==> src/hw/mips_trace_pkg.sv <==
package mips_trace_pkg;

    ////////////////////////////////////////
    // Trace types
    ////////////////////////////////////////

    typedef logic [31:0] instr_t;
    typedef logic [31:0] pc_t;
    // Wraps, and counts dropped commits too
    typedef logic [7:0]  seq_t;
    // Eight ASCII chars, first one in the top byte, space padded
    typedef logic [63:0] mnemonic_t;
    typedef logic [15:0] drop_count_t;

    typedef struct packed {
        seq_t   seq;
        pc_t    pc;
        instr_t instr;
    } trace_entry_t;

    typedef struct packed {
        seq_t      seq;
        pc_t       pc;
        mnemonic_t mnemonic;
    } trace_line_t;

    localparam int FIFO_DEPTH = 8;

    localparam mnemonic_t MNEM_NOP     = "NOP     ";
    localparam mnemonic_t MNEM_UNKNOWN = "N-R     ";

    ////////////////////////////////////////
    // MIPS32 encodings
    ////////////////////////////////////////

    // Major opcode, instr[31:26]
    localparam logic [5:0]
        OP_SPECIAL = 6'h00, OP_REGIMM = 6'h01, OP_J     = 6'h02, OP_JAL      = 6'h03,
        OP_BEQ     = 6'h04, OP_BNE    = 6'h05, OP_BLEZ  = 6'h06, OP_BGTZ     = 6'h07,
        OP_ADDI    = 6'h08, OP_ADDIU  = 6'h09, OP_SLTI  = 6'h0a, OP_SLTIU    = 6'h0b,
        OP_ANDI    = 6'h0c, OP_ORI    = 6'h0d, OP_XORI  = 6'h0e, OP_LUI      = 6'h0f,
        OP_COP0    = 6'h10, OP_BEQL   = 6'h14, OP_BNEL  = 6'h15, OP_BLEZL    = 6'h16,
        OP_BGTZL   = 6'h17, OP_SPECIAL2 = 6'h1c,
        OP_LB      = 6'h20, OP_LH     = 6'h21, OP_LWL   = 6'h22, OP_LW       = 6'h23,
        OP_LBU     = 6'h24, OP_LHU    = 6'h25, OP_LWR   = 6'h26, OP_SB       = 6'h28,
        OP_SH      = 6'h29, OP_SWL    = 6'h2a, OP_SW    = 6'h2b, OP_SWR      = 6'h2e,
        OP_CACHE   = 6'h2f, OP_LL     = 6'h30, OP_PREF  = 6'h33, OP_SC       = 6'h38;

    // SPECIAL funct, instr[5:0]
    localparam logic [5:0]
        FN_SLL   = 6'h00, FN_SRL   = 6'h02, FN_SRA  = 6'h03, FN_SLLV    = 6'h04,
        FN_SRLV  = 6'h06, FN_SRAV  = 6'h07, FN_JR   = 6'h08, FN_JALR    = 6'h09,
        FN_MOVZ  = 6'h0a, FN_MOVN  = 6'h0b, FN_SYSCALL = 6'h0c, FN_BREAK = 6'h0d,
        FN_SYNC  = 6'h0f, FN_MFHI  = 6'h10, FN_MTHI = 6'h11, FN_MFLO    = 6'h12,
        FN_MTLO  = 6'h13, FN_MULT  = 6'h18, FN_MULTU = 6'h19, FN_DIV    = 6'h1a,
        FN_DIVU  = 6'h1b, FN_ADD   = 6'h20, FN_ADDU = 6'h21, FN_SUB     = 6'h22,
        FN_SUBU  = 6'h23, FN_AND   = 6'h24, FN_OR   = 6'h25, FN_XOR     = 6'h26,
        FN_NOR   = 6'h27, FN_SLT   = 6'h2a, FN_SLTU = 6'h2b, FN_TGE     = 6'h30,
        FN_TGEU  = 6'h31, FN_TLT   = 6'h32, FN_TLTU = 6'h33, FN_TEQ     = 6'h34,
        FN_TNE   = 6'h36;

    // REGIMM rt, instr[20:16]
    localparam logic [4:0]
        RT_BLTZ   = 5'h00, RT_BGEZ   = 5'h01, RT_BLTZL   = 5'h02, RT_BGEZL   = 5'h03,
        RT_TGEI   = 5'h08, RT_TGEIU  = 5'h09, RT_TLTI    = 5'h0a, RT_TLTIU   = 5'h0b,
        RT_TEQI   = 5'h0c, RT_TNEI   = 5'h0e, RT_BLTZAL  = 5'h10, RT_BGEZAL  = 5'h11,
        RT_BLTZALL = 5'h12, RT_BGEZALL = 5'h13;

    // COP0 rs, instr[25:21]
    localparam logic [4:0] RS_MFC0 = 5'h00, RS_MTC0 = 5'h04;

    // COP0 funct
    localparam logic [5:0]
        FN_TLBR = 6'h01, FN_TLBWI = 6'h02, FN_TLBP = 6'h08, FN_ERET = 6'h18,
        FN_WAIT = 6'h20;

    // SPECIAL2 funct
    localparam logic [5:0]
        FN_MADD = 6'h00, FN_MADDU = 6'h01, FN_MUL = 6'h02, FN_MSUB = 6'h04,
        FN_MSUBU = 6'h05, FN_CLZ = 6'h20, FN_CLO = 6'h21;

endpackage
==> src/hw/trace_fifo.sv <==
module trace_fifo #(
    parameter int depth = mips_trace_pkg::FIFO_DEPTH
) (
    input  logic                          clk,
    input  logic                          rst_n,
    input  logic                          push,
    input  mips_trace_pkg::trace_entry_t  push_entry,
    input  logic                          pop,
    output mips_trace_pkg::trace_entry_t  head,
    output logic                          empty,
    output logic                          full
);

    localparam int ptr_w = (depth > 1) ? $clog2(depth) : 1;
    localparam int cnt_w = $clog2(depth + 1);

    mips_trace_pkg::trace_entry_t mem [depth];

    logic [ptr_w-1:0] wr_ptr;
    logic [ptr_w-1:0] rd_ptr;
    logic [cnt_w-1:0] count;

    // Show-ahead read
    assign head  = mem[rd_ptr];
    assign empty = (count == '0);
    assign full  = (count == cnt_w'(depth));

    always_ff @(posedge clk) begin
        if (push) begin
            mem[wr_ptr] <= push_entry;
        end
    end

    ////////////////////////////////////////
    // Pointers and occupancy
    ////////////////////////////////////////

    always_ff @(posedge clk) begin
        if (!rst_n) begin
            wr_ptr <= '0;
            rd_ptr <= '0;
            count  <= '0;
        end else begin
            if (push) begin
                wr_ptr <= (wr_ptr == ptr_w'(depth - 1)) ? '0 : wr_ptr + 1'b1;
            end
            if (pop) begin
                rd_ptr <= (rd_ptr == ptr_w'(depth - 1)) ? '0 : rd_ptr + 1'b1;
            end
            case ({push, pop})
                2'b10:   count <= count + 1'b1;
                2'b01:   count <= count - 1'b1;
                default: count <= count;
            endcase
        end
    end

endmodule

==> config.mk <==
export PLATFORM = sky130hd
export DESIGN_NAME = trace_fifo
export DESIGN_NICKNAME = d
export VERILOG_FILES = /design/src/hw/mips_trace_pkg.sv /design/src/hw/trace_fifo.sv
export SDC_FILE = /design/constraint.sdc
export NUM_CORES = 1
export LEC_CHECK = 0
export ABC_AREA = 1
export ABC_CLOCK_PERIOD_IN_PS = 9000
export BUFFER_PORTS_ARGS = -buffer_cell sky130_fd_sc_hd__clkbuf_2
export CAP_MARGIN = 10
export CORE_MARGIN = 1.5
export CORE_UTILIZATION = 45
export CTS_CLUSTER_SIZE = 30
export DETAILED_ROUTE_END_ITERATION = 7
export SLEW_MARGIN = 20
export SYNTH_ARGS = -nofsm -noshare
export SYNTH_HDL_FRONTEND = slang
export SYNTH_SLANG_ARGS = --single-unit
==> constraint.sdc <==
create_clock -name clk -period 9 [get_ports clk]
set_clock_uncertainty 0.05 [all_clocks]
set_input_delay 0.9 -clock clk [delete_from_list [all_inputs] [get_ports clk]]
set_output_delay 0.9 -clock clk [all_outputs]
set_load 0.1 [all_outputs]
* Yosys cells after proc, flatten, opt, wreduce, memory -nomap -nowiden
Memory sizes are Yosys's and may differ from the RTL's. A register that Yosys moved wholly into a read port is not among the register bits. Cells that the tools add are included.
Cells by class: add/subtract/negate cells 4, equal/unequal tests 5, multiplexer cells 7, reduce and logical (&&, ||, !) cells 2
Operators by type and width (number):
- 3-bit 2-to-1 mux | 4
- 4-bit one-hot mux with 2 select lines | 1
- 3-bit by 1-bit adder with 3-bit output, second input constant | 2
- 3-bit == test, second input constant | 2
- 4-bit by 1-bit adder with 4-bit output, second input constant | 1
- 4-bit == test, second input constant | 1
- 4-bit logical NOT | 1
- 4-bit by 1-bit subtractor with 4-bit output, second input constant | 1
- 2-bit by 1-bit == test with 1-bit output, second input constant | 1
- 2-bit == test, second input constant | 1
- 1-bit 2-to-1 mux | 2
- 2-bit nonzero test | 1
Storage, ports and cells: register bits 10, RAM bits 576, bits of input ports 76, output and inout bits 74, memories kept 1
Memories:
- mem | depth 8, width 72, rd ports 1, clocked after Yosys merged registers in 1, write ports 1, RTL line trace_fifo.sv:17 | mips_trace_pkg::trace_entry_t mem [depth];

* Depth between registers and ports, before layout
depth after elaboration 4, mapped depth 11, gate-level depth less buffers 11

* Worst setup path after synthesis
Ideal clock, no wire load.
path type input -> register, start in push, end mem mem[0][0] (netlist bit), enable pin, arrival 4.322 ns, path slack 4.126 ns, cell stages on the path 3, path buffers 0, path through inv_1 -> or2_2 -> nor2_1
On the way: longest elaborated chain between the ends 2
RTL lines:
- from (decl) | RTL line trace_fifo.sv:6 | input logic push,
- 1-bit 2-to-1 mux | RTL line trace_fifo.sv:29 | if (push) begin
- 1-bit 2-to-1 mux (not written as such) | RTL line trace_fifo.sv:30 | mem[wr_ptr] <= push_entry;
- to (decl) | RTL line trace_fifo.sv:17
Every way passes these cells.

==> results.md <==
| Quantity | This run | Unit |
|:---|:---|:---|
| Outcome | finished, final reports clean | - |
| Unrepaired setup endpoints after global routing | no | - |
| Global-route track usage on met1 | 0.262 | - |
| Worst-Margin Slew | 1080 | ps |
| Cell type with the largest total area after synthesis | sky130_fd_sc_hd__edfxtp_1 | - |
| # setup viols final | 0 | - |
| Final estimated routing congestion in global placement | 0.721 | - |
| Number of nets with antenna violations after detailed routing | 0 | - |
| Highest fanout seen on the critical path | 158 | - |
| Yosys warning total | 0 | - |
| Die W | 229 | microns |
| Vias in the first global route | 13.4k | - |
| Sink Count | 589 | - |
| Met2 Use GR | 0.314 | - |
| First-pass iteration count of the detailed router | 5 | - |
| Share of synthesized flip-flops with an asynchronous set or reset | 0 | - |
| Worst setup slack before clock tree synthesis | 4460 | ps |
| Routed WL | 50400 | microns |
| Number of gates given a new drive strength after cts | 0 | - |
| Critical path data required time | 8050 | ps |
| Post-synthesis sequential area ratio | 0.761 | - |
| Clock tree from TritonCTS | done | - |
| Number of CTS-inserted buffers | 59 | - |
| Clock-pin slew on the worst setup and hold paths | 60 | ps |
| Vias | 13.6k | - |
| Residual overflow from global routing | 0 | - |
| Syn nets | 1790 | - |
| Standby leakage power | 9.03 | nW |
| Max-Slew Margin vs Limit | 0.275 | - |
| Number of buffers inserted by hold repair at cts | 0 | - |
| Proportion of layout cells with a drive suffix above 1 | 0.137 | - |
| Count of buffers inserted at the top-level ports | 149 | - |
| H-tree lvl count | 2 | - |
| Number of enable flip-flop cells after synthesis | 576 | - |
| Initial antenna violation count | 5 | - |
| Pins Over Slew Limit | 0 | - |
| Pwr Total | 0.00628 | W |
| Yosys top cell area share | 0.750 | - |
| Synthesized instance count | 1707 | - |
| Crit Path Category | reg2out | - |
| Dpl hpwl | 25200 | microns |
| Number of cell rows | 82 | - |
| Shortest clock period the worst path allows after layout | 5220 | ps |
| Buf/Inv on CP | 3 | - |
| Maximum number of pins on one net before global-route repair | 159 | - |
| Final Hold Fails | 0 | - |
| Routed len/inst | 19.7 | microns |
| Overall Global Routing Usage | 0.192 | - |
| Final-layout setup total negative slack | 0 | ps |
| Number of setup buffers added after CTS | 0 | - |
| Chain of cells forming the critical path | buf_4 > buf_12 > nor2_1 > nor2_1 > o21ai_1 > o21ai_1 > nand2_1 > nand2_1 > clkbuf_2 | - |
| Syn avg cell area | 13.5 | sq um |
| Core Footprint | 50400 | sq um |
| Vertical die dimension | 229 | microns |
| Setup slack of the critical path after layout | 3780 | ps |
| I/O Pins | 150 | - |
| Commonest cells in the netlist | sky130_fd_sc_hd__edfxtp_1 (576), sky130_fd_sc_hd__nor2_1 (301), sky130_fd_sc_hd__o21ai_0 (236), sky130_fd_sc_hd__nand2_1 (230) | - |
| Critical path's largest stage delay | 890 | ps |
| Initial cell density of the core | 0.458 | - |
| Distinct cell type count of the synthesized netlist | 24 | - |
| Slowest cell on crit path | sky130_fd_sc_hd__buf_4 | - |
| CP Data Arrival Time | 4270 | ps |
| Top flip-flop cell by instance count after synthesis | sky130_fd_sc_hd__edfxtp_1 | - |
| Final clock period utilization by the worst path | 0.580 | - |
| Crit-path leading delay family | buffers and inverters | - |
| Bufs on Longest Clock Path | 3 | - |
| Residual DRC count | 0 | - |
| Wire length of the first global-routing pass | 77600 | microns |
| Count of maximum capacitance violations | 0 | - |
| Final core utilization | 0.518 | - |
| Top cells by area in the synthesized netlist | sky130_fd_sc_hd__edfxtp_1 (75%), sky130_fd_sc_hd__o21ai_0 (5.1%), sky130_fd_sc_hd__nor2_1 (4.9%), sky130_fd_sc_hd__nand2_1 (3.7%), sky130_fd_sc_hd__mux2i_1 (3.1%) | - |
| Grt peak-use layer | met2 | - |
| Type of the worst min-delay path | reg2reg | - |
| Clk Tree Root Cell | sky130_fd_sc_hd__clkbuf_16 | - |
| Synthesized flop and latch total | 589 | - |
| Peak VDD IR | 0.151 | mV |
| GRT met3 Usage | 0.0375 | - |
| Non-filler instance count after layout | 2555 | - |
| Clock latency on the worst-skew pair | 610 | ps |
| Cell area after synthesis | 23100 | sq um |
| First-iteration detailed-routing DRC count | 1070 | - |
| Vias per std cell | 5.32 | - |
| Kind of start point of the critical path | register | - |
| Synth-to-Final Area Change | 13.1 | % |
| Placed Instances | 2448 | - |
| Type of element capturing the critical path | primary output | - |
| P per Cell Area | 241 | nW/um^2 |
| Total die area | 52600 | sq um |
| Most repeated cell in the gate-level netlist after synthesis | sky130_fd_sc_hd__edfxtp_1 | - |
| Upper clock frequency limit | 192 | MHz |
| Number of nets in the layout | 1920 | - |
[where the power goes]
part	switching, W	internal (W)	leakage, nW
Clock	0.000986	0.00130	0.857
Sequential	0.0000362	0.00309	5.34
Combinational	0.000714	0.000156	2.83
[tightest hold or removal path, cell delays in order (launching register included)]
cell and delay [ps]:
sky130_fd_sc_hd__dfxtp_1 310, sky130_fd_sc_hd__nand2_1 60, sky130_fd_sc_hd__a21oi_1 70
[path summary, 6_finish.rpt]
check / start / endpoint / slack, ps / depth (start not counted)
worst max register to register: wr_ptr[0] / mem[5][30] / 6110 / 3
worst max-delay path: register / head[67] / 3780 / 9
worst min register to register: rd_ptr[1] / register / 440 / 2
worst min-delay path: rd_ptr[1] / register / 440 / 2
[layout make-up]
class	instances	area (sq um)
fillers	4287	24300
diodes	2	5.00
inverters	18	73.8
multi-input cells	998	4900
repair buffers	171	923
flip-flops and latches	589	17600
clock buffers	73	1550
clock inverters	32	236
well taps	672	841
[stage by stage]
step	hold slack [ps]	cell area [sq um]
floorplan	406	23100
global placement	418	24300
detailed placement	428	24300
CTS	443	26100
global route	476	26100
finish	442	26100
[registers in the layout, indices dropped and copies added (netlist names), named ones only]
signal  cells
wr_ptr      3
mem       576
rd_ptr      3
count       4
[metal layers]
| metal | part of all wire | vias up |
|---|---|---|
| met2 | 0.48 | 289 |
| li1 | - | 6461 |
| met4 | 0.020 | 8 |
| met3 | 0.054 | 87 |
| met1 | 0.45 | 6741 |
| met5 | 0.0011 | - |
[kinds of logic (layout without fill, tap and decap cells)]
logic type      count (synthesis)  in the layout  share of synthesized area
other cells                     0              2                          0
compound gates                378            378                     0.0860
simple gates                  539            539                     0.0882
mux                            72             72                     0.0312
fa+ha+maj                       7              7                    0.00380
flops                         589            589                      0.761
xor+xnor                        2              2                   0.000759
buf+inv                       120            294                     0.0293
[cell usage in the layout (no fill, tap or decap), types with 4 or more instances in the layout]
cell type	count
sky130_fd_sc_hd__o22ai_1	72
sky130_fd_sc_hd__edfxtp_1	576
sky130_fd_sc_hd__o21ai_0	236
sky130_fd_sc_hd__buf_4	21
sky130_fd_sc_hd__nor2_1	293
sky130_fd_sc_hd__dfxtp_1	10
sky130_fd_sc_hd__clkbuf_1	13
sky130_fd_sc_hd__nand2_1	230
sky130_fd_sc_hd__o21ai_1	59
sky130_fd_sc_hd__nor2_4	8
sky130_fd_sc_hd__nand3_1	4
sky130_fd_sc_hd__clkinv_1	20
sky130_fd_sc_hd__clkinv_2	4
sky130_fd_sc_hd__clkbuf_16	60
sky130_fd_sc_hd__mux2i_1	72
sky130_fd_sc_hd__ha_1	7
sky130_fd_sc_hd__inv_1	16
sky130_fd_sc_hd__clkbuf_2	149
sky130_fd_sc_hd__a21oi_1	10
Note: power is estimated with default switching activity, not from simulation.
