==> config.mk <==
export PLATFORM = sky130hd
export DESIGN_NAME = trace_capture
export DESIGN_NICKNAME = d
export VERILOG_FILES = /design/src/hw/mips_trace_pkg.sv /design/src/hw/trace_capture.sv
export SDC_FILE = /design/constraint.sdc
export NUM_CORES = 1
export LEC_CHECK = 0
export ABC_AREA = 1
export BUFFER_PORTS_ARGS = -buffer_cell sky130_fd_sc_hd__buf_2
export CORE_UTILIZATION = 45
export DETAILED_ROUTE_END_ITERATION = 8
export HOLD_SLACK_MARGIN = 0.15
export PLACE_DENSITY = 0.75
export SLEW_MARGIN = 20
export SYNTH_ARGS = -nofsm -noshare
export SYNTH_HDL_FRONTEND = slang
export SYNTH_SLANG_ARGS = --single-unit
export TNS_END_PERCENT = 30
==> constraint.sdc <==
create_clock -name clk -period 6.2 [get_ports clk]
set_input_delay 1.55 -clock clk [delete_from_list [all_inputs] [get_ports clk]]
set_output_delay 1.55 -clock clk [all_outputs]
set_load 0.05 [all_outputs]
==> src/hw/mips_trace_pkg.sv <==
package mips_trace_pkg;

    ////////////////////////////////////////
    // Trace types
    ////////////////////////////////////////

    typedef logic [31:0] instr_t;
    typedef logic [31:0] pc_t;
    // Wraps, and counts dropped commits too
    typedef logic [7:0]  seq_t;
    // Eight ASCII chars, first one in the top byte, space padded
    typedef logic [63:0] mnemonic_t;
    typedef logic [15:0] drop_count_t;

    typedef struct packed {
        seq_t   seq;
        pc_t    pc;
        instr_t instr;
    } trace_entry_t;

    typedef struct packed {
        seq_t      seq;
        pc_t       pc;
        mnemonic_t mnemonic;
    } trace_line_t;

    localparam int FIFO_DEPTH = 8;

    localparam mnemonic_t MNEM_NOP     = "NOP     ";
    localparam mnemonic_t MNEM_UNKNOWN = "N-R     ";

    ////////////////////////////////////////
    // MIPS32 encodings
    ////////////////////////////////////////

    // Major opcode, instr[31:26]
    localparam logic [5:0]
        OP_SPECIAL = 6'h00, OP_REGIMM = 6'h01, OP_J     = 6'h02, OP_JAL      = 6'h03,
        OP_BEQ     = 6'h04, OP_BNE    = 6'h05, OP_BLEZ  = 6'h06, OP_BGTZ     = 6'h07,
        OP_ADDI    = 6'h08, OP_ADDIU  = 6'h09, OP_SLTI  = 6'h0a, OP_SLTIU    = 6'h0b,
        OP_ANDI    = 6'h0c, OP_ORI    = 6'h0d, OP_XORI  = 6'h0e, OP_LUI      = 6'h0f,
        OP_COP0    = 6'h10, OP_BEQL   = 6'h14, OP_BNEL  = 6'h15, OP_BLEZL    = 6'h16,
        OP_BGTZL   = 6'h17, OP_SPECIAL2 = 6'h1c,
        OP_LB      = 6'h20, OP_LH     = 6'h21, OP_LWL   = 6'h22, OP_LW       = 6'h23,
        OP_LBU     = 6'h24, OP_LHU    = 6'h25, OP_LWR   = 6'h26, OP_SB       = 6'h28,
        OP_SH      = 6'h29, OP_SWL    = 6'h2a, OP_SW    = 6'h2b, OP_SWR      = 6'h2e,
        OP_CACHE   = 6'h2f, OP_LL     = 6'h30, OP_PREF  = 6'h33, OP_SC       = 6'h38;

    // SPECIAL funct, instr[5:0]
    localparam logic [5:0]
        FN_SLL   = 6'h00, FN_SRL   = 6'h02, FN_SRA  = 6'h03, FN_SLLV    = 6'h04,
        FN_SRLV  = 6'h06, FN_SRAV  = 6'h07, FN_JR   = 6'h08, FN_JALR    = 6'h09,
        FN_MOVZ  = 6'h0a, FN_MOVN  = 6'h0b, FN_SYSCALL = 6'h0c, FN_BREAK = 6'h0d,
        FN_SYNC  = 6'h0f, FN_MFHI  = 6'h10, FN_MTHI = 6'h11, FN_MFLO    = 6'h12,
        FN_MTLO  = 6'h13, FN_MULT  = 6'h18, FN_MULTU = 6'h19, FN_DIV    = 6'h1a,
        FN_DIVU  = 6'h1b, FN_ADD   = 6'h20, FN_ADDU = 6'h21, FN_SUB     = 6'h22,
        FN_SUBU  = 6'h23, FN_AND   = 6'h24, FN_OR   = 6'h25, FN_XOR     = 6'h26,
        FN_NOR   = 6'h27, FN_SLT   = 6'h2a, FN_SLTU = 6'h2b, FN_TGE     = 6'h30,
        FN_TGEU  = 6'h31, FN_TLT   = 6'h32, FN_TLTU = 6'h33, FN_TEQ     = 6'h34,
        FN_TNE   = 6'h36;

    // REGIMM rt, instr[20:16]
    localparam logic [4:0]
        RT_BLTZ   = 5'h00, RT_BGEZ   = 5'h01, RT_BLTZL   = 5'h02, RT_BGEZL   = 5'h03,
        RT_TGEI   = 5'h08, RT_TGEIU  = 5'h09, RT_TLTI    = 5'h0a, RT_TLTIU   = 5'h0b,
        RT_TEQI   = 5'h0c, RT_TNEI   = 5'h0e, RT_BLTZAL  = 5'h10, RT_BGEZAL  = 5'h11,
        RT_BLTZALL = 5'h12, RT_BGEZALL = 5'h13;

    // COP0 rs, instr[25:21]
    localparam logic [4:0] RS_MFC0 = 5'h00, RS_MTC0 = 5'h04;

    // COP0 funct
    localparam logic [5:0]
        FN_TLBR = 6'h01, FN_TLBWI = 6'h02, FN_TLBP = 6'h08, FN_ERET = 6'h18,
        FN_WAIT = 6'h20;

    // SPECIAL2 funct
    localparam logic [5:0]
        FN_MADD = 6'h00, FN_MADDU = 6'h01, FN_MUL = 6'h02, FN_MSUB = 6'h04,
        FN_MSUBU = 6'h05, FN_CLZ = 6'h20, FN_CLO = 6'h21;

endpackage
==> src/hw/trace_capture.sv <==
module trace_capture (
    input  logic                          clk,
    input  logic                          rst_n,
    input  logic                          commit_valid,
    input  mips_trace_pkg::pc_t           commit_pc,
    input  mips_trace_pkg::instr_t        commit_instr,
    input  logic                          full,
    output logic                          push,
    output mips_trace_pkg::trace_entry_t  push_entry,
    output mips_trace_pkg::drop_count_t   drop_count
);

    mips_trace_pkg::seq_t seq;
    logic                 held;
    logic                 take;

    // Register is free if empty or draining into the FIFO this cycle
    assign take = commit_valid && (!held || !full);
    assign push = held && !full;

    ////////////////////////////////////////
    // Control
    ////////////////////////////////////////

    always_ff @(posedge clk) begin
        if (!rst_n) begin
            seq        <= '0;
            held       <= 1'b0;
            drop_count <= '0;
        end else begin
            // Every commit takes a number, so drops leave a gap
            if (commit_valid) begin
                seq <= seq + 1'b1;
            end
            if (take) begin
                held <= 1'b1;
            end else if (push) begin
                held <= 1'b0;
            end
            // Saturating drop count
            if (commit_valid && !take && drop_count != '1) begin
                drop_count <= drop_count + 1'b1;
            end
        end
    end

    // Payload
    always_ff @(posedge clk) begin
        if (take) begin
            push_entry <= '{seq: seq, pc: commit_pc, instr: commit_instr};
        end
    end

endmodule

Word-level counts from Yosys, hierarchy flattened
Cells that the tools add are included.

Output and inout bits: 89. Word-level logic and storage cells: 20. Bits in registers: 97.

Equality and inequality tests: 1. Multiplexer cells: 2. $add $sub $neg: 2. Reductions and logical operators: 9.

Operator list (number): 16-bit by 1-bit adder with 16-bit output (second input constant) (1); 16-bit != test (second input constant) (1); 8-bit by 1-bit adder with 8-bit output (second input constant) (1); 1-bit logical AND (4); 1-bit zero test (3); 1-bit two-way mux (2); 2-bit nonzero test (1); 1-bit logical OR (1).

Longest topological paths before layout
Gate-level depths: netlist of run 1.

Depth after elaboration: 6. Depth in mapped cells: 9. Depth with buffers taken out: 9.

Least setup slack after synthesis of run 1
Ideal clock, no wire load.

Kind: input -> register. Start point: in full. End point: reg push_entry[0] in the netlist's numbering (enable). Required time: 5696 ps. Path buffers: 0. Slack: 941 ps. Stages: 3. Arrival: 4755 ps. Cells stage by stage: nand2_1 > inv_1 > nor2_1.

Word-level cells in the longest chain between the ends: 3.

Ends and longest elaborated chain: start, declared (RTL line trace_capture.sv:7) `input logic full,`; 1-bit zero test (RTL line trace_capture.sv:18) `assign take = commit_valid && (!held || !full);`; 1-bit logical OR (RTL line trace_capture.sv:18); 1-bit logical AND (RTL line trace_capture.sv:18); net take (RTL line trace_capture.sv:15) `logic take;`; end signal, assigned (RTL line trace_capture.sv:50) `push_entry <= '{seq: seq, pc: commit_pc, instr: commit_instr};`; end, declared (RTL line trace_capture.sv:9) `output mips_trace_pkg::trace_entry_t push_entry,`.

The timed path passes the listed nets, and every way through them passes these cells. A chain may end at the register's enable or synchronous reset.

Final worst setup path of run 1
Start point: in full. End point: out push.

Word-level cells in the longest chain between the ends: 2.

Ends and longest elaborated chain: 1-bit zero test (RTL line trace_capture.sv:19) `assign push = held && !full;`; 1-bit logical AND (RTL line trace_capture.sv:19); end, declared (RTL line trace_capture.sv:8) `output logic push,`.

Every way passes these cells.

==> results.txt, run 1 <==
----------------------------------------------------
[Synthesis]
  Area share of the largest cell type after synthesis ... 0.624
  Post-synthesis cell area ... 3460 um^2
  Post-synthesis cell type with the largest combined area ... sky130_fd_sc_hd__edfxtp_1
  Count of different cell masters after synthesis ... 18
  Cell types with the largest area share after synthesis ... sky130_fd_sc_hd__edfxtp_1 (62%), sky130_fd_sc_hd__dfxtp_1 (14%), sky130_fd_sc_hd__nand2_1 (6.7%), sky130_fd_sc_hd__nor2_1 (5.6%), sky130_fd_sc_hd__a21oi_1 (2.2%)
  Post-synth net total ... 353
  Leading post-synthesis cells by instance count ... sky130_fd_sc_hd__edfxtp_1 (72), sky130_fd_sc_hd__nand2_1 (62), sky130_fd_sc_hd__nor2_1 (52)
  Predominant post-synthesis flop cell ... sky130_fd_sc_hd__edfxtp_1
  Synthesis warning total ... 0
  Share of synthesized area occupied by flip-flops and latches ... 0.769
  Async S/R FF share, synth ... 0
  Synth Instances ... 283
  Cell with the most instances after synthesis ... sky130_fd_sc_hd__edfxtp_1
  Post-synthesis area per instance ... 12.2 um^2
  Number of synthesized flops with an enable pin ... 72
  Number of flip-flops and latches in the synthesized netlist ... 97

[Critical path]
  Cells traversed along the worst timing path ... buf_2, nor2_1, buf_2
  Standard cell with the maximum stage delay on the critical path ... sky130_fd_sc_hd__buf_2
  FF-to-FF Start ... drop_count[0]
  Buffer and inverter count on the worst path ... 2
  Top cell by count, worst path ... sky130_fd_sc_hd__buf_2
  Worst EP arrival ... 2.01 ns
  Depth of the worst register-to-register path ... 6
  Startpoint class of the critical path ... input port
  Capture instance of the worst register-to-register path ... drop_count[15]
  Worst EP required ... 4.65 ns
  CP Max Fanout ... 2
  Cell class contributing the biggest share of worst-path delay ... buffers and inverters
  Kind of capture point of the worst setup path ... output port
  Worst stage delay on the critical path ... 0.26 ns
  Reg-to-reg setup timing slack ... 4.14 ns
  Type of the worst setup path ... input port to output port

[Floorplanning]
  Die Y ... 89.7 um
  Core region area ... 7330 um^2
  Core Rows ... 31
  IO Count ... 157
  Die area ... 8050 um^2
  Starting density of the core ... 0.472
  Die width ... 89.7 um

[STA]
  Final-report hold violation count ... 0
  Transition time of the tightest slew-check pin ... 0.785 ns
  Final count of pins violating max slew ... 0
  Peak clock frequency supported by timing ... 0.281 GHz
  Slew headroom ... 0.475
  Final setup violation count ... 0
  Post-route minimum period ... 3.56 ns
  Setup Total Neg Slack ... 0 ns
  Worst slack on hold paths ... 0.512 ns
  Unrepaired setup endpoints after global routing ... false
  Worst clock skew ... 0.00783 ns
  Post-route fraction of the period consumed by the critical path ... 0.574

[Clocking]
  Number of setup buffers added after CTS ... 0
  Cts repair resizes ... 0
  CTS root buffer ... sky130_fd_sc_hd__clkbuf_8
  Number of buffers between clock root and the deepest sink ... 2
  CTS Buf Count ... 9
  Clock slew seen by the registers of the worst setup and hold paths ... 0.09 ns
  CTS tree ... built
  Clock insertion delay at the later pin of the skew report ... 0.34 ns
  Number of H-tree levels ... 3
  Number of clock sinks ... 97
  Count of hold-fix buffers inserted at cts ... 0

[Pwr]
  Reported leakage power ... 1.94 nW
  IR Drop Worst-Case VDD ... 0.000123 V
  Net switching fraction of the power ... 0.270
  Internal ... 961 uW
  Seq pwr share ... 0.561
  Portion of total power attributed to the clock network ... 0.309
  Combinational share of power ... 0.130
  Cell area power density ... 288 nW/um^2
  Net switching power of the design ... 356 uW

[Route]
  Total number of vias ... 2545
  Post-detailed-route wirelength per cell ... 12.9 um
  DRC ... 0
  Mean number of vias per cell ... 4.62
  First drt pass iteration count ... 4
  DRT antenna net count ... 0
  DR iter-0 viols ... 128
  Post-detailed-routing wire length ... 7090 um

[Flow run]
  Maximum capacitance violations ... 0

[Finish]
  Layout-stage area growth over the synthesis result ... 31.9%
  FILL cells ... 621
  Share of layout cells above drive strength 1 ... 0.398
  Post-Layout Cell Count ... 551
  Diode count ... 0
  # nets final ... 517

[Global route]
  GRT Max-Usage Layer ... met2
  Grt met3 use ... 0.0406
  Grt met1 use ... 0.225
  Pin count of the biggest net entering global routing ... 57
  Antenna violations before repair ... 0
  Via count of the first global-routing pass ... 2372
  Residual overflow from global routing ... 0
  Met2 track demand over resource in global routing ... 0.313
  Global-route wire length before repair ... 11400 um
  All-Layer GR Usage ... 0.181

[Placement]
  Number of cells in the design after placement ... 535
  Number of I/O port buffers ... 156
  GPL Wtd Cong ... 0.904
  Final HPWL from detailed placement ... 5260 um

[Hold path]
  Class of the most critical hold timing path ... register to register
  Hold depth ... 0
  Worst hold endpoint ... push_entry[64]
  Hold path startpoint ... seq[0]

[Outcome]
  Outcome ... finished, final reports clean

----------------------------------------------------
cells by family after synthesis:
logic type / Yosys count / share of synthesized area
AO/OA/AOI/OAI: 18 / 0.0267
adder cells (fa/ha/maj): 2 / 0.00722
buffers and inverters: 24 / 0.0267
flip-flops: 97 / 0.769
AND/OR/NAND/NOR: 142 / 0.171
layout by cell type, fill, tap and decap left out, types with 3 or more instances in the layout:
cell | Yosys | layout
sky130_fd_sc_hd__dfxtp_1 | 25 | 25
sky130_fd_sc_hd__a21oi_1 | 15 | 15
sky130_fd_sc_hd__edfxtp_1 | 72 | 72
sky130_fd_sc_hd__inv_1 | 18 | 18
sky130_fd_sc_hd__nand4_1 | 3 | 3
sky130_fd_sc_hd__nor2_4 | 2 | 3
sky130_fd_sc_hd__nor3_1 | 4 | 4
sky130_fd_sc_hd__nand2_1 | 62 | 62
sky130_fd_sc_hd__nor2_1 | 52 | 51
sky130_fd_sc_hd__buf_2 | 2 | 156
sky130_fd_sc_hd__clkbuf_8 | 0 | 9
sky130_fd_sc_hd__nand3_1 | 15 | 15
sky130_fd_sc_hd__nor2_2 | 3 | 3
area by class of cell:
type | instances | area, um^2 | share of cell area
flip-flops and latches | 97 | 2660 | 0.583
repair buffers | 157 | 788 | 0.173
multi-input cells | 162 | 716 | 0.157
clock buffers | 10 | 128 | 0.0279
well taps | 99 | 124 | 0.0271
clock inverters | 6 | 75.1 | 0.0164
inverters | 20 | 75.1 | 0.0164
sequential cells by signal, indices dropped and copies added, names as in the netlist:
register and flops:
push_entry 72, held 1, seq 8, drop_count 16
per-stage QoR:
stage / power (mW) / util / area (um^2) / setup slack, ns
floorplan: 0.876 / - / 3460 / 0.941
global placement: 0.924 / 0.595 / 4370 / 2.65
detailed placement: 0.927 / 0.595 / 4370 / 2.64
CTS: 1.33 / 0.623 / 4570 / 2.64
global route: 1.37 / 0.623 / 4570 / 2.62
finish: 1.32 / 0.623 / 4570 / 2.64
worst max path at each step:
stage | startpoint | end | slack [ns] | cells past startpoint
floorplan | full | push_entry[0] | 0.94 | 3
global placement | full | push | 2.65 | 3
detailed placement | full | push | 2.64 | 3
CTS | full | push | 2.64 | 3
global route | full | push | 2.62 | 3
finish | full | push | 2.64 | 3
power groups by stage:
stage | clock network, mW | registers, mW | logic [mW]
floorplan | 0 | 0.856 | 0.0196
global placement | 0 | 0.754 | 0.170
detailed placement | 0 | 0.754 | 0.173
CTS | 0.420 | 0.739 | 0.173
global route | 0.443 | 0.743 | 0.180
finish | 0.407 | 0.739 | 0.171
routing by layer:
layer	vias to the layer above	part of all wire
li1	1281	-
met1	1162	0.43
met2	102	0.51
met3	0	0.061
met4	0	0
met5	-	0
worst reg2reg max path: stages (launching register included):
cell and delay, ns:
sky130_fd_sc_hd__dfxtp_1 0.40, sky130_fd_sc_hd__ha_1 0.17, sky130_fd_sc_hd__inv_1 0.05, sky130_fd_sc_hd__nor2_2 0.22, sky130_fd_sc_hd__nand4_1 0.67, sky130_fd_sc_hd__a21oi_1 0.37, sky130_fd_sc_hd__nor2_1 0.07
(Power assumes the default switching activity.)
==> run 2: changes to the inputs <==
--- a/config.mk
+++ b/config.mk
@@ -7,10 +7,10 @@
 export LEC_CHECK = 0
 export ABC_AREA = 1
 export BUFFER_PORTS_ARGS = -buffer_cell sky130_fd_sc_hd__buf_2
-export CORE_UTILIZATION = 45
+export CORE_UTILIZATION = 42
 export DETAILED_ROUTE_END_ITERATION = 8
 export HOLD_SLACK_MARGIN = 0.15
-export PLACE_DENSITY = 0.75
+export PLACE_DENSITY = 0.74
 export SLEW_MARGIN = 20
 export SYNTH_ARGS = -nofsm -noshare
 export SYNTH_HDL_FRONTEND = slang
==> constraint.sdc (replaced) <==
create_clock -name clk -period 3.15 [get_ports clk]
set_input_delay 0.7875 -clock clk [delete_from_list [all_inputs] [get_ports clk]]
set_output_delay 0.7875 -clock clk [all_outputs]
set_load 0.05 [all_outputs]
==> results.txt, run 2 (synthesis results as in run 1) <==
----------------------------------------------------
[Finish]
  # nets final ... 517 (unchanged)
  Number of flip-flops in the largest register ... 72 (unchanged)
  Share of layout cells above drive strength 1 ... 0.398 (unchanged)
  FILL cells ... 677 (+9.0%)
  Diode count ... 0 (unchanged)
  Post-Layout Cell Count ... 554 (+0.54%)
  Most used cells in the layout excluding fill and tap cells ... sky130_fd_sc_hd__buf_2 (156), sky130_fd_sc_hd__edfxtp_1 (72), sky130_fd_sc_hd__nand2_1 (62), sky130_fd_sc_hd__nor2_1 (51), sky130_fd_sc_hd__dfxtp_1 (25)
  Commonest non-fill, non-tap cell in the layout ... sky130_fd_sc_hd__buf_2
  Layout-stage area growth over the synthesis result ... 31.9% (about the same)
  Total area of multi-input combinational cells ... 716 um^2 (unchanged)
  Biggest regs ... push_entry x72, drop_count x16, seq x8
  Register area ... 2660 um^2 (unchanged)
  Reg with most FFs ... push_entry

[Route]
  Total number of vias ... 2575 (+1.2%)
  Mean number of vias per cell ... 4.65 (+0.63%)
  DR iter-0 viols ... 136 (+6.3%)
  First drt pass iteration count ... 4 (unchanged)
  Post-detailed-route wirelength per cell ... 13.4 um (+3.9%)
  DRC ... 0 (unchanged)
  Post-detailed-routing wire length ... 7410 um (+4.5%)
  DRT antenna net count ... 0 (unchanged)

[Pwr]
  IR Drop Worst-Case VDD ... 0.000207 V (+68%)
  Cell area power density ... 556 nW/um^2 (+93%)
  Reported leakage power ... 1.94 nW (about the same)

[Clocking]
  Number of clock sinks ... 97 (unchanged)
  CTS tree ... built
  CTS root buffer ... sky130_fd_sc_hd__clkbuf_8
  CTS Buf Count ... 9 (unchanged)
  Number of buffers between clock root and the deepest sink ... 2 (unchanged)
  Cts repair resizes ... 0 (unchanged)
  Number of H-tree levels ... 3 (unchanged)
  Number of setup buffers added after CTS ... 0 (unchanged)
  Count of hold-fix buffers inserted at cts ... 0 (unchanged)
  Clock insertion delay at the later pin of the skew report ... 0.35 ns (about the same)
  Clock slew seen by the registers of the worst setup and hold paths ... 0.10 ns (about the same)

[STA]
  Setup Total Neg Slack ... 0 ns (unchanged)
  Post-route fraction of the period consumed by the critical path ... 0.656
  Final count of pins violating max slew ... 0 (unchanged)
  Slew headroom ... 0.452 (-0.0235)
  Transition time of the tightest slew-check pin ... 0.820 ns (+0.0351 ns)
  Unrepaired setup endpoints after global routing ... false
  Final-report hold violation count ... 0 (unchanged)
  Peak clock frequency supported by timing ... 0.484 GHz
  Final setup violation count ... 0 (unchanged)
  Post-route minimum period ... 2.07 ns
  Worst clock skew ... 0.00747 ns (-0.000355 ns)

[Floorplanning]
  IO Count ... 157 (unchanged)
  Die area ... 8610 um^2 (+7.0%)
  Die Y ... 92.8 um (+3.4%)
  Starting density of the core ... 0.441 (-0.0311)
  Core region area ... 7850 um^2 (+7.0%)
  Core Rows ... 32 (+3.2%)
  Die width ... 92.8 um (+3.4%)

[Global route]
  Global-route wire length before repair ... 11200 um (-1.6%)
  All-Layer GR Usage ... 0.173 (-0.00760)
  Via count of the first global-routing pass ... 2290 (-3.5%)
  Residual overflow from global routing ... 0 (unchanged)
  Antenna violations before repair ... 0 (unchanged)
  Pin count of the biggest net entering global routing ... 57 (unchanged)

[Critical path]
  Worst stage delay on the critical path ... 0.69 ns (+0.43 ns)
  Cells traversed along the worst timing path ... ha_1, inv_1, nor2_2, nand4_1, a21oi_1, nor2_1
  Standard cell with the maximum stage delay on the critical path ... sky130_fd_sc_hd__nand4_1
  Worst EP arrival ... 2.31 ns (+0.30 ns)
  Type of the worst setup path ... register to register
  Startpoint class of the critical path ... register
  Worst EP required ... 3.39 ns (-1.26 ns)
  CP Max Fanout ... 20 (+18)
  Kind of capture point of the worst setup path ... register

[Placement]
  Number of I/O port buffers ... 156 (unchanged)
  Number of cells in the design after placement ... 538 (+0.56%)
  Final HPWL from detailed placement ... 5620 um (+6.9%)
  GPL Wtd Cong ... 0.912 (+0.91%)

[Hold path]
  Class of the most critical hold timing path ... register to register

[Flow run]
  Maximum capacitance violations ... 0 (unchanged)

[Outcome]
  Outcome ... finished, final reports clean

----------------------------------------------------
## run 2: worst paths after layout
kind	from	endpoint	slack, ns	depth (start not counted)
worst max-delay path	drop_count[0]	drop_count[11]	1.08	6
worst min register to register	seq[7]	push_entry[71]	0.50	0
worst max register to register	drop_count[0]	drop_count[11]	1.08	6
worst min-delay path	seq[7]	push_entry[71]	0.50	0
## run 2: cell type report
cell class	instances	area share
repair buffers	157	0.175
flip-flops and latches	97	0.583
well taps	102	0.0279
clock inverters	7	0.0134
clock buffers	9	0.0271
inverters	20	0.0164
multi-input cells	162	0.157
## run 2: worst max-delay path: cells and delay by family, from the launching register on
kind	cells	cell delay, ns
AOI/OAI and AO/OA	1	0.36
adders and majority gates	1	0.17
buffers and inverters	1	0.05
DFF	1	0.41
and+or+nand+nor	3	0.97
## run 2: through the flow
step | utilization | setup WS [ns] | hold slack (ns) | instance area [um^2] | power, mW
2_1_floorplan | - | 0.679 | 0.451 | 3470 | 1.72
3_3_place_gp | 0.558 | 0.951 | 0.476 | 4380 | 1.82
5_1_grt | 0.582 | 0.869 | 0.503 | 4570 | 2.63
6_report | 0.582 | 1.08 | 0.499 | 4570 | 2.54
3_5_place_dp | 0.558 | 0.902 | 0.480 | 4380 | 1.83
4_1_cts | 0.582 | 1.12 | 0.504 | 4570 | 2.57
## run 2: per-layer routing
metal,global-route usage,share of wire
met1,0.221,0.43
met2,0.291,0.49
met3,0.0353,0.070
met4,0.0628,0.012
met5,0,0
## run 2: report_power, final
group          total, mW  switching [mW]  internal, mW
Sequential          1.45          0.0160          1.44
Clock              0.745           0.443         0.303
Combinational      0.341           0.266        0.0754
Total               2.54           0.725          1.82
